**src/common/vdma_params.svh**
```systemverilog
`ifndef VDMA_PARAMS_SVH
`define VDMA_PARAMS_SVH

// bus and pixel widths
`define VDMA_PIX_W        32
`define VDMA_BEAT_W       128
`define VDMA_ADDR_W       32
`define VDMA_OFS_W        16
`define VDMA_BUF_W        8
`define VDMA_SIZE_W       16

// frame geometry
`define VDMA_BASE_ADDR    32'h1000_0000
`define VDMA_XSIZE        16               // pixels per line
`define VDMA_XSTRIDE      32               // line pitch in pixels
`define VDMA_YSIZE        4
`define VDMA_XDIV         2                // bursts per line
`define VDMA_NBUF         3

// fifo and timing
`define VDMA_FIFO_DEPTH   64               // in pixels
`define VDMA_FLUSH_CYC    8
`define VDMA_RST_CYC      16
`define VDMA_IRQ_CYC      60

// derived
`define VDMA_PACK_N       ((`VDMA_BEAT_W) / (`VDMA_PIX_W))
`define VDMA_FIFO_BEATS   ((`VDMA_FIFO_DEPTH) / (`VDMA_PACK_N))
`define VDMA_FIFO_AW      ($clog2(`VDMA_FIFO_BEATS))
`define VDMA_CNT_W        ((`VDMA_FIFO_AW) + 1)
`define VDMA_BURST_BEATS  (((`VDMA_XSIZE) / (`VDMA_PACK_N)) / (`VDMA_XDIV))
`define VDMA_BURST_INC    (((`VDMA_XSIZE) * ((`VDMA_PIX_W) / 8)) / (`VDMA_XDIV))
`define VDMA_LINE_INC     ((((`VDMA_XSTRIDE) - (`VDMA_XSIZE)) * ((`VDMA_PIX_W) / 8)) + `VDMA_BURST_INC)
`define VDMA_BURSTS       ((`VDMA_YSIZE) * (`VDMA_XDIV))

`endif

```
**src/common/vdma_pkg.sv**
```systemverilog
`include "vdma_params.svh"

package vdma_pkg;

  typedef logic [`VDMA_PIX_W-1:0]  pixel_t;
  typedef logic [`VDMA_BEAT_W-1:0] beat_t;
  typedef logic [`VDMA_ADDR_W-1:0] addr_t;
  typedef logic [`VDMA_OFS_W-1:0]  ofs_t;    // byte offset inside one frame
  typedef logic [`VDMA_BUF_W-1:0]  buf_idx_t;
  typedef logic [`VDMA_CNT_W-1:0]  fifo_cnt_t; // beats held in the fifo
  typedef logic [`VDMA_SIZE_W-1:0] bsize_t;

  typedef enum logic [1:0] {
    IDLE,
    FLUSH,  // fifo flush and settle after frame start
    REQ,
    BUSY
  } burst_state_e;

  typedef struct packed {
    addr_t  addr;
    bsize_t size;  // burst length in beats
  } wr_cmd_t;

endpackage

```
**src/design/frame_sync_detect.sv**
```systemverilog
`include "vdma_params.svh"

module frame_sync_detect (
  input  logic ui_clk,
  input  logic ui_rstn,
  input  logic fs_i,
  output logic frame_start_o
);

  logic [1:0] fs_sync_q;  // two-flop synchronizer
  logic       fs_edge_q;  // previous synchronized level

  always_ff @(posedge ui_clk) begin
    if (!ui_rstn) begin
      fs_sync_q     <= '0;
      fs_edge_q     <= 1'b0;
      frame_start_o <= 1'b0;
    end else begin
      fs_sync_q     <= {fs_sync_q[0], fs_i};
      fs_edge_q     <= fs_sync_q[1];
      frame_start_o <= fs_sync_q[1] && !fs_edge_q; // rising edge only
    end
  end

endmodule

```
**src/design/pixel_pack_fifo.sv**
```systemverilog
`include "vdma_params.svh"

module pixel_pack_fifo (
  input  logic                ui_clk,
  input  logic                ui_rstn,
  input  logic                flush_i,
  input  logic                pixel_vld_i,
  input  vdma_pkg::pixel_t    pixel_i,
  output logic                full_o,
  input  logic                rd_i,
  output vdma_pkg::beat_t     beat_o,
  output vdma_pkg::fifo_cnt_t beat_cnt_o
);

  vdma_pkg::beat_t mem [`VDMA_FIFO_BEATS];

  logic [`VDMA_FIFO_AW:0]             wr_ptr_q;  // msb is the wrap bit
  logic [`VDMA_FIFO_AW:0]             rd_ptr_q;
  logic [$clog2(`VDMA_PACK_N)-1:0]    pack_idx_q;
  vdma_pkg::beat_t                    pack_q;    // partial beat being gathered
  vdma_pkg::beat_t                    pack_nxt;
  logic                               pix_acc;
  logic                               pack_last;

  assign beat_cnt_o = wr_ptr_q - rd_ptr_q;
  assign full_o     = (beat_cnt_o == vdma_pkg::fifo_cnt_t'(`VDMA_FIFO_BEATS));
  assign pix_acc    = pixel_vld_i && !full_o && !flush_i;
  assign pack_last  = (pack_idx_q == ($clog2(`VDMA_PACK_N))'(`VDMA_PACK_N - 1));

  // first pixel of a group lands in the low bits
  always_comb begin
    pack_nxt = pack_q;
    pack_nxt[pack_idx_q*`VDMA_PIX_W +: `VDMA_PIX_W] = pixel_i;
  end

  always_ff @(posedge ui_clk) begin
    if (!ui_rstn || flush_i) begin
      wr_ptr_q   <= '0;
      rd_ptr_q   <= '0;
      pack_idx_q <= '0;
    end else begin
      if (pix_acc) begin
        if (pack_last) begin
          pack_idx_q <= '0;
          wr_ptr_q   <= wr_ptr_q + 1'b1;
        end else begin
          pack_idx_q <= pack_idx_q + 1'b1;
        end
      end
      if (rd_i) begin
        rd_ptr_q <= rd_ptr_q + 1'b1;
      end
    end
  end

  always_ff @(posedge ui_clk) begin
    if (pix_acc) begin
      pack_q <= pack_nxt;
    end
    if (pix_acc && pack_last) begin
      mem[wr_ptr_q[`VDMA_FIFO_AW-1:0]] <= pack_nxt; // complete beat
    end
  end

  assign beat_o = mem[rd_ptr_q[`VDMA_FIFO_AW-1:0]]; // fall-through read

  // the dma engine only pulses wvalid once a burst worth of beats is stored
  a_no_empty_read: assert property (@(posedge ui_clk) disable iff (!ui_rstn)
    (rd_i && !flush_i) |-> (beat_cnt_o != '0))
    else $error("beat read from empty fifo");

  a_no_write_full: assert property (@(posedge ui_clk) disable iff (!ui_rstn)
    pixel_vld_i |-> !full_o)
    else $error("pixel written while fifo full, pixel dropped");

endmodule

```
**src/design/vdma_frame_writer.sv**
```systemverilog
`include "vdma_params.svh"

module vdma_frame_writer (
  input  logic                ui_clk,
  input  logic                ui_rstn,
  input  logic                fs_i,
  input  logic                pixel_vld_i,
  input  vdma_pkg::pixel_t    pixel_i,
  output logic                full_o,
  input  vdma_pkg::buf_idx_t  buf_sel_i,
  output vdma_pkg::buf_idx_t  sync_cnt_o,
  output vdma_pkg::buf_idx_t  wbuf_o,
  output vdma_pkg::wr_cmd_t   fdma_cmd_o,
  output logic                fdma_areq_o,
  input  logic                fdma_busy_i,
  input  logic                fdma_wvalid_i,
  output vdma_pkg::beat_t     fdma_wdata_o,
  output logic                fdma_irq_o
);

  logic                frame_start;
  logic                flush;
  vdma_pkg::fifo_cnt_t beat_cnt;

  frame_sync_detect u_sync (
    .ui_clk        (ui_clk),
    .ui_rstn       (ui_rstn),
    .fs_i          (fs_i),
    .frame_start_o (frame_start)
  );

  pixel_pack_fifo u_fifo (
    .ui_clk      (ui_clk),
    .ui_rstn     (ui_rstn),
    .flush_i     (flush),
    .pixel_vld_i (pixel_vld_i),
    .pixel_i     (pixel_i),
    .full_o      (full_o),
    .rd_i        (fdma_wvalid_i),  // each wvalid consumes one beat
    .beat_o      (fdma_wdata_o),
    .beat_cnt_o  (beat_cnt)
  );

  burst_sequencer u_seq (
    .ui_clk        (ui_clk),
    .ui_rstn       (ui_rstn),
    .frame_start_i (frame_start),
    .buf_sel_i     (buf_sel_i),
    .beat_cnt_i    (beat_cnt),
    .busy_i        (fdma_busy_i),
    .flush_o       (flush),
    .areq_o        (fdma_areq_o),
    .cmd_o         (fdma_cmd_o),
    .irq_o         (fdma_irq_o),
    .sync_cnt_o    (sync_cnt_o),
    .wbuf_o        (wbuf_o)
  );

endmodule

```
**src/write_ctrl/burst_sequencer.sv**
```systemverilog
`include "vdma_params.svh"

module burst_sequencer (
  input  logic                ui_clk,
  input  logic                ui_rstn,
  input  logic                frame_start_i,
  input  vdma_pkg::buf_idx_t  buf_sel_i,
  input  vdma_pkg::fifo_cnt_t beat_cnt_i,
  input  logic                busy_i,
  output logic                flush_o,
  output logic                areq_o,
  output vdma_pkg::wr_cmd_t   cmd_o,
  output logic                irq_o,
  output vdma_pkg::buf_idx_t  sync_cnt_o,
  output vdma_pkg::buf_idx_t  wbuf_o
);

  vdma_pkg::burst_state_e                state_q;
  logic [$clog2(`VDMA_RST_CYC)-1:0]      phase_q;   // cycles spent in FLUSH
  logic [$clog2(`VDMA_BURSTS)-1:0]       bcnt_q;    // bursts done this frame
  logic [$clog2(`VDMA_XDIV)-1:0]         div_q;     // burst within the line
  logic [$clog2(`VDMA_IRQ_CYC+1)-1:0]    irq_cnt_q;
  vdma_pkg::ofs_t                        ofs_q;
  vdma_pkg::buf_idx_t                    wbufn_q;   // buffer of current frame
  logic                                  frame_done_q;
  logic                                  data_rdy;

  assign data_rdy = (beat_cnt_i >= vdma_pkg::fifo_cnt_t'(`VDMA_BURST_BEATS));
  assign flush_o  = (state_q == vdma_pkg::FLUSH) && (phase_q < `VDMA_FLUSH_CYC);
  assign irq_o    = (irq_cnt_q != '0);

  assign cmd_o.addr = `VDMA_BASE_ADDR + vdma_pkg::addr_t'({wbufn_q, ofs_q});
  assign cmd_o.size = vdma_pkg::bsize_t'(`VDMA_BURST_BEATS);

  always_ff @(posedge ui_clk) begin
    if (!ui_rstn) begin
      state_q      <= vdma_pkg::IDLE;
      phase_q      <= '0;
      bcnt_q       <= '0;
      div_q        <= '0;
      ofs_q        <= '0;
      wbufn_q      <= '0;
      areq_o       <= 1'b0;
      sync_cnt_o   <= '0;
      frame_done_q <= 1'b0;
    end else begin
      frame_done_q <= 1'b0;
      case (state_q)
        vdma_pkg::IDLE: begin
          phase_q <= '0;
          bcnt_q  <= '0;
          div_q   <= '0;
          ofs_q   <= '0;
          if (frame_start_i) begin
            state_q <= vdma_pkg::FLUSH;
            if (sync_cnt_o == vdma_pkg::buf_idx_t'(`VDMA_NBUF - 1)) begin
              sync_cnt_o <= '0; // ring wrap
            end else begin
              sync_cnt_o <= sync_cnt_o + 1'b1;
            end
          end
        end
        vdma_pkg::FLUSH: begin
          wbufn_q <= buf_sel_i;
          if (phase_q != ($clog2(`VDMA_RST_CYC))'(`VDMA_RST_CYC - 1)) begin
            phase_q <= phase_q + 1'b1;
          end else if (!irq_o) begin
            state_q <= vdma_pkg::REQ; // wait out a pending irq
          end
        end
        vdma_pkg::REQ: begin
          if (!busy_i && data_rdy) begin
            areq_o <= 1'b1;
          end else if (busy_i) begin
            areq_o  <= 1'b0; // engine took the request
            state_q <= vdma_pkg::BUSY;
          end
        end
        vdma_pkg::BUSY: begin
          if (!busy_i) begin
            if (bcnt_q == ($clog2(`VDMA_BURSTS))'(`VDMA_BURSTS - 1)) begin
              state_q      <= vdma_pkg::IDLE;
              frame_done_q <= 1'b1;
            end else begin
              if (div_q != ($clog2(`VDMA_XDIV))'(`VDMA_XDIV - 1)) begin
                ofs_q <= ofs_q + vdma_pkg::ofs_t'(`VDMA_BURST_INC);
                div_q <= div_q + 1'b1;
              end else begin
                ofs_q <= ofs_q + vdma_pkg::ofs_t'(`VDMA_LINE_INC); // skip stride gap
                div_q <= '0;
              end
              bcnt_q  <= bcnt_q + 1'b1;
              state_q <= vdma_pkg::REQ;
            end
          end
        end
        default: state_q <= vdma_pkg::IDLE;
      endcase
    end
  end

  // frame done interrupt and buffer report
  always_ff @(posedge ui_clk) begin
    if (!ui_rstn) begin
      irq_cnt_q <= '0;
      wbuf_o    <= '0;
    end else if (frame_done_q) begin
      irq_cnt_q <= ($clog2(`VDMA_IRQ_CYC+1))'(`VDMA_IRQ_CYC);
      wbuf_o    <= wbufn_q;
    end else if (irq_cnt_q != '0) begin
      irq_cnt_q <= irq_cnt_q - 1'b1;
    end
  end

  a_no_req_in_busy: assert property (@(posedge ui_clk) disable iff (!ui_rstn)
    (state_q == vdma_pkg::BUSY) |-> !areq_o)
    else $error("areq still high during burst");

endmodule
```
**config.mk**
```make
export PLATFORM = sky130hd
export DESIGN_NAME = vdma_frame_writer
export DESIGN_NICKNAME = d
export VERILOG_FILES = /design/src/common/vdma_pkg.sv /design/src/design/frame_sync_detect.sv /design/src/design/pixel_pack_fifo.sv /design/src/design/vdma_frame_writer.sv /design/src/write_ctrl/burst_sequencer.sv
export VERILOG_INCLUDE_DIRS = /design/src /design/src/common
export SDC_FILE = /design/constraint.sdc
export NUM_CORES = 2
export LEC_CHECK = 0
export BUFFER_PORTS_ARGS = -buffer_cell sky130_fd_sc_hd__buf_4
export CAP_MARGIN = 20
export CORE_MARGIN = 2
export CORE_UTILIZATION = 40
export DETAILED_ROUTE_END_ITERATION = 8
export GPL_TIMING_DRIVEN = 0
export PLACE_DENSITY = 0.66
export SLEW_MARGIN = 20
export SYNTH_ARGS = -nofsm -noshare
export SYNTH_HDL_FRONTEND = slang
export SYNTH_SLANG_ARGS = --single-unit
```
**constraint.sdc**
```tcl
create_clock -name ui_clk -period 26.2 [get_ports ui_clk]
set_input_delay 3.93 -clock ui_clk [delete_from_list [all_inputs] [get_ports ui_clk]]
set_output_delay 3.93 -clock ui_clk [all_outputs]
set_load 0.005 [all_outputs]
```
* Word-level counts from Yosys, hierarchy flattened
Memory sizes are Yosys's and may differ from the RTL's. A register that Yosys moved wholly into a read port is not among the register bits.
Index checks and enable logic that the tools add are counted.
** Word-level totals
- Register bits :: 202
- Bits in latches :: 0
- RAM bits :: 2048
- ROM bits :: 0
- Output and inout port bits :: 195
- Memories kept :: 1
** Operators by class
- $add $sub $neg :: 13
- $mul :: 0
- Div/mod/pow operators :: 0
- Order comparisons :: 2
- Equal/unequal tests :: 16
- Shift operators :: 2
- Multiplexer cells :: 33
- Bitwise operators :: 2
- Reductions and logical operators :: 26
** Memory list
- u_fifo.mem :: words 16, bits a word 128, rd ports 1, clocked after memory_dff 1, wr ports 1, RTL line pixel_pack_fifo.sv:15 : vdma_pkg::beat_t mem [`VDMA_FIFO_BEATS];
** Operator list (count)
- bitwise mux 128 bit :: 1
- variable shift 32 x 34 -> 128 bit (first input constant) :: 1
- variable part select 32 x 34 -> 128 bit :: 1
- 2-to-1 mux 16 bit :: 3
- negation 7 -> 34 bit :: 1
- case mux 16 bit (2 select lines) :: 1
- adder 29 x 24 -> 30 bit (first input constant) :: 1
- adder 16 x 6 -> 16 bit (second input constant) :: 1
- adder 16 x 7 -> 16 bit (second input constant) :: 1
- 2-to-1 mux 2 bit :: 8
- != test 2 bit (second input constant) :: 8
- 2-to-1 mux 4 bit :: 3
- 2-to-1 mux 6 bit :: 2
- adder 5 x 1 -> 5 bit (second input constant) :: 2
- adder 8 x 1 -> 8 bit (second input constant) :: 1
- equality test 8 x 2 -> 1 bit (second input constant) :: 1
- 2-to-1 mux 1 bit :: 8
- 2-to-1 mux 8 bit :: 1
- case mux 2 bit (4 select lines) :: 1
- case mux 4 bit (2 select lines) :: 1
- AND reduction 2 bit :: 4
- nonzero test 2 bit :: 4
- equality test 2 bit (second input constant) :: 3
- logical AND 1 bit :: 6
- other kinds (24) :: 30

* Longest topological paths before layout
- Depth in word-level cells :: 8
- Gate-level depth with buffers :: 12

* Cells and area by module
A second synthesis with hierarchy kept.
** Unflattened totals
- Cells, all modules :: 3968
- Area total of the unflattened synthesis :: 86370.3 µm²
** By module, submodules not included
- pixel_pack_fifo :: instances 1, cells an instance 3665, area each 83665.2 µm²
- burst_sequencer :: instances 1, cells an instance 295, area each 2593.7 µm²
- frame_sync_detect :: instances 1, cells an instance 8, area each 111.4 µm²

* Worst setup path before layout
Ideal clock, no wire load.
- Path type :: input port to flip-flop
- Start :: in pixel_vld_i
- End :: mem u_fifo.mem[5][0] in the netlist's numbering, enable pin
- Arrival time :: 14.519 ns
- Required time :: 25.402 ns
- Slack :: 10.882 ns
- Stages :: 6
- Buffers on the path :: 1
- Path through :: o21ai_0 > a31o_4 > inv_2 > buf_6 > nand3_2 > nor3b_1
** Between the ends
- Longest elaborated chain between the ends :: 5
** Ends and longest elaborated chain
- start: declaration :: RTL line vdma_frame_writer.sv:7 : input logic pixel_vld_i,
- logical AND 1 bit (2 in series) :: RTL line pixel_pack_fifo.sv:27 : assign pix_acc = pixel_vld_i && !full_o && !flush_i;
- logical AND 1 bit :: RTL line pixel_pack_fifo.sv:60 : if (pix_acc && pack_last) begin
- 2-to-1 mux 1 bit :: RTL line pixel_pack_fifo.sv:60
- 2-to-1 mux 1 bit :: RTL line pixel_pack_fifo.sv:61 : mem[wr_ptr_q[`VDMA_FIFO_AW-1:0]] <= pack_nxt;
- end: declaration :: RTL line pixel_pack_fifo.sv:15
No other way between the ends.

==> summary.md <==
| Metric | Value |
|---|---|
| H-Tree Depth | `4` |
| Largest net degree at the start of global routing | `85` |
| Worst reg-to-reg setup slack | `around 21 ns` |
| Vias in the first global route | `~43000` |
| Ratio of cells with drive above 1 in the final layout | `between 30% and 40%` |
| TritonCTS Buffers | `~220` |
| Mapped cell area | `0.08629 mm2` |
| Slew @ Worst Pin | `1.136 ns` |
| Max_slew headroom | `between 20% and 30%` |
| Max Cap Viol | `0` |
| Syn Inst Count | `between 3000 and 4000` |
| Iter 0 DRT Violations | `between 5000 and 6000` |
| Placed Instances | `between 7000 and 8000` |
| Max incr delay on CP | `roughly 0.78 ns` |
| Initial Util | `40.20%` |
| Unrepaired setup endpoints after global routing | `no` |
| Num ports | `roughly 240` |
| Final Skew | `~0.038 ns` |
| P_leak | `32.68 nW` |
| Die height | `about 470 um` |
| DR WL met3 | `roughly 19000 um` |
| Critical setup path kind | `register to output pin` |
| Power, Total | `slightly above 9 mW` |
| Req. time, crit path | `roughly 22 ns` |
| Post-CTS Repair Setup Buffers | `0` |
| Register area share after synthesis | `a little under 80%` |
| Die Width | `468.5 um` |
| DRC Markers | `0` |
| Library cells used by synthesis | `52` |
| Core ar. | `~0.21 mm2` |
| Worst hold path class | `register to register` |
| CTS root buffer | `clkbuf_16` |
| Worst skew pair latency | `approximately 0.84 ns` |
| Total die area | `~0.22 mm2` |
| Routed length on met2 | `111000 um` |
| Avg Cell Area, Syn | `between 20 and 25 um2` |
| DP HPWL | `around 160000 um` |
| Row count | `between 150 and 200` |
| Yosys Warn Count | `0` |
| Period utilization | `around a third` |
| Hold Vio Cnt, Final | `0` |
| IR Drop Worst-Case VDD | `approximately 74 uV` |
| Status | `finished, final reports clean` |
| Worst Path Arrival | `approximately 4.8 ns` |
| # port buffers | `210` |
| CP Launch Type | `register` |
| Kind of end point of the critical path | `output pin` |
| Most frequent cells in the layout | `2176 x edfxtp_1, 584 x mux4_2, 459 x buf_4` |
| Asr flop ratio synth | `0%` |
| Hold_buf cts | `0` |
| Top Metal Used | `met5` |
| Number of clock sinks | `between 2000 and 2500` |
| CP max-delay cell | `a21oi_1` |
| Yosys reg bits | `2249` |
| Final setup viols | `0` |
| Drt first pass iters | `6` |
| Post-Layout Cell Count | `between 7000 and 8000` |
| Clk slew on worst S/H paths | `around 0.060 ns` |
| Commonest non-fill, non-tap cell in the layout | `edfxtp_1` |
| CTS max path bufs | `3` |
| Minimum clock period | `8.756 ns` |
| Top FF cell, synth | `edfxtp_1` |
| GRT Overall Usage | `20.51%` |
| Fmax achieved | `between 100 and 150 MHz` |
| Vias post-DR | `about 43000` |
| Critical path peak fanout | `10` |
| CTS tree | `built` |
| First-pass GRT wire length | `between 300000 and 400000 um` |
| Vias per cell | `~5.6` |
| Power density cells | `90.97 mW/mm2` |
| Fin nets | `slightly below 5000` |
| Initial antenna violation count | `12` |
| Met1 WL | `~89000 um` |
| Fin. max-slew vios | `0` |
| Antenna Nets Post-Route | `0` |
| Post-CTS Resized | `0` |
| WL final | `between 200000 and 250000 um` |
| Final worst setup slack | `around 17 ns` |
| Pre-CTS setup slack | `18.39 ns` |
| Wire per inst | `29.21 um` |
| Grt total ovfl | `0` |
| Fin Hold WS | `between 0.3 and 0.4 ns` |
| Critical path, cell by cell | `clkbuf_1 > buf_2 > buf_4 > buf_2 > clkbuf_1 > a211oi_1 > a21oi_1 > buf_4` |
| EDFF count, synth | `roughly 2200` |
| GP Congestion | `between 0.7 and 0.8` |
| Layout area overhead | `18.40%` |
-- flip-flops by register name, indices dropped and copies added (netlist names), 3 cells and up, named ones only --
name,count
u_fifo.rd_ptr_q,5
u_seq.ofs_q,11
u_fifo.wr_ptr_q,5
u_seq.bcnt_q,3
u_fifo.pack_q,128
u_seq.phase_q,4
u_fifo.mem,2048
u_seq.sync_cnt_o,8
u_seq.wbufn_q,8
u_seq.irq_cnt_q,6
u_seq.wbuf_o,8
-- metal layers --
layer,up-vias,GRT usage (%)
li1,17860,-
met1,23140,27.98
met2,2074,33.51
met3,329,3.605
met4,2,6.830
met5,-,0
-- power by group --
group	internal (mW)	switching (mW)
clock	1.69	1.35
sequential	4.54	0.0318
combinational	0.576	1.10
-- synth_stat cells, drive strengths merged (6+ instances only) --
| cell | n | area (um2) |
|---|---|---|
| buf | 135 | 822.0 |
| nand3 | 18 | 100.1 |
| o21ai | 136 | 680.7 |
| inv | 146 | 548.0 |
| clkbuf | 95 | 356.6 |
| edfxtp | 2176 | 65340 |
| xor2 | 14 | 122.6 |
| nor3b | 6 | 45.04 |
| a21oi | 86 | 434.2 |
| mux2i | 67 | 670.6 |
| nand4 | 6 | 37.54 |
| mux4 | 584 | 13150 |
| a211oi | 58 | 435.4 |
| ha | 22 | 275.3 |
| nand2 | 171 | 641.9 |
| nor2 | 51 | 191.4 |
| nor3 | 12 | 60.06 |
| nor2b | 64 | 400.4 |
| xnor2 | 12 | 105.1 |
| dfxtp | 73 | 1461 |
-- path summary, 6_finish.rpt --
kind | from | end | cells past startpoint
setup / recovery | register | fdma_wdata_o[27] | 8
hold / removal | u_sync.fs_edge_q | u_sync.frame_start_o | 1
setup reg to reg | u_fifo.wr_ptr_q[0] | u_fifo.mem[4][65] | 19
hold reg to reg | u_sync.fs_edge_q | u_sync.frame_start_o | 1
-- logic make-up (layout without fill, tap and decap cells) --
kind of cell    after synthesis  after routing  synth area share (%)
buf+inv                     376           1289                 2.001
flops                      2249           2249                 77.42
compound gates              296            296                 1.972
simple gates                353            353                 1.929
xor+xnor                     26             26                0.2639
other cells                   2             33              0.008704
fa+ha+maj                    24             24                0.3654
mux                         652            652                 16.04
-- stage by stage --
step                      util (%)  cell area (um2)  TNS (ns)
after floorplan                  -            86390         0
after global placement       42.64            91510   -306.92
after detailed placement     44.34            95160         0
after CTS                    47.55           102000         0
after global routing         47.60           102200         0
final                        47.60           102200         0
-- layout make-up --
cell class,count,area [um2]
fill,17200,112500
buffer,230,1187
antenna,4,10.01
sequential,2249,66800
multi-input combinational,1380,18010
inverter,146,548.0
timing repair buffer,514,5164
clock buffer,276,5660
tap,2838,3551
clock inverter,123,1225
-- critical path, delay by kind of cell (launching register included) --
family	cells	cell delay, ns
flops	1	0.37
compound gates	2	0.97
buf+inv	6	2.58
No activity file was read; power rests on OpenSTA's default activity.
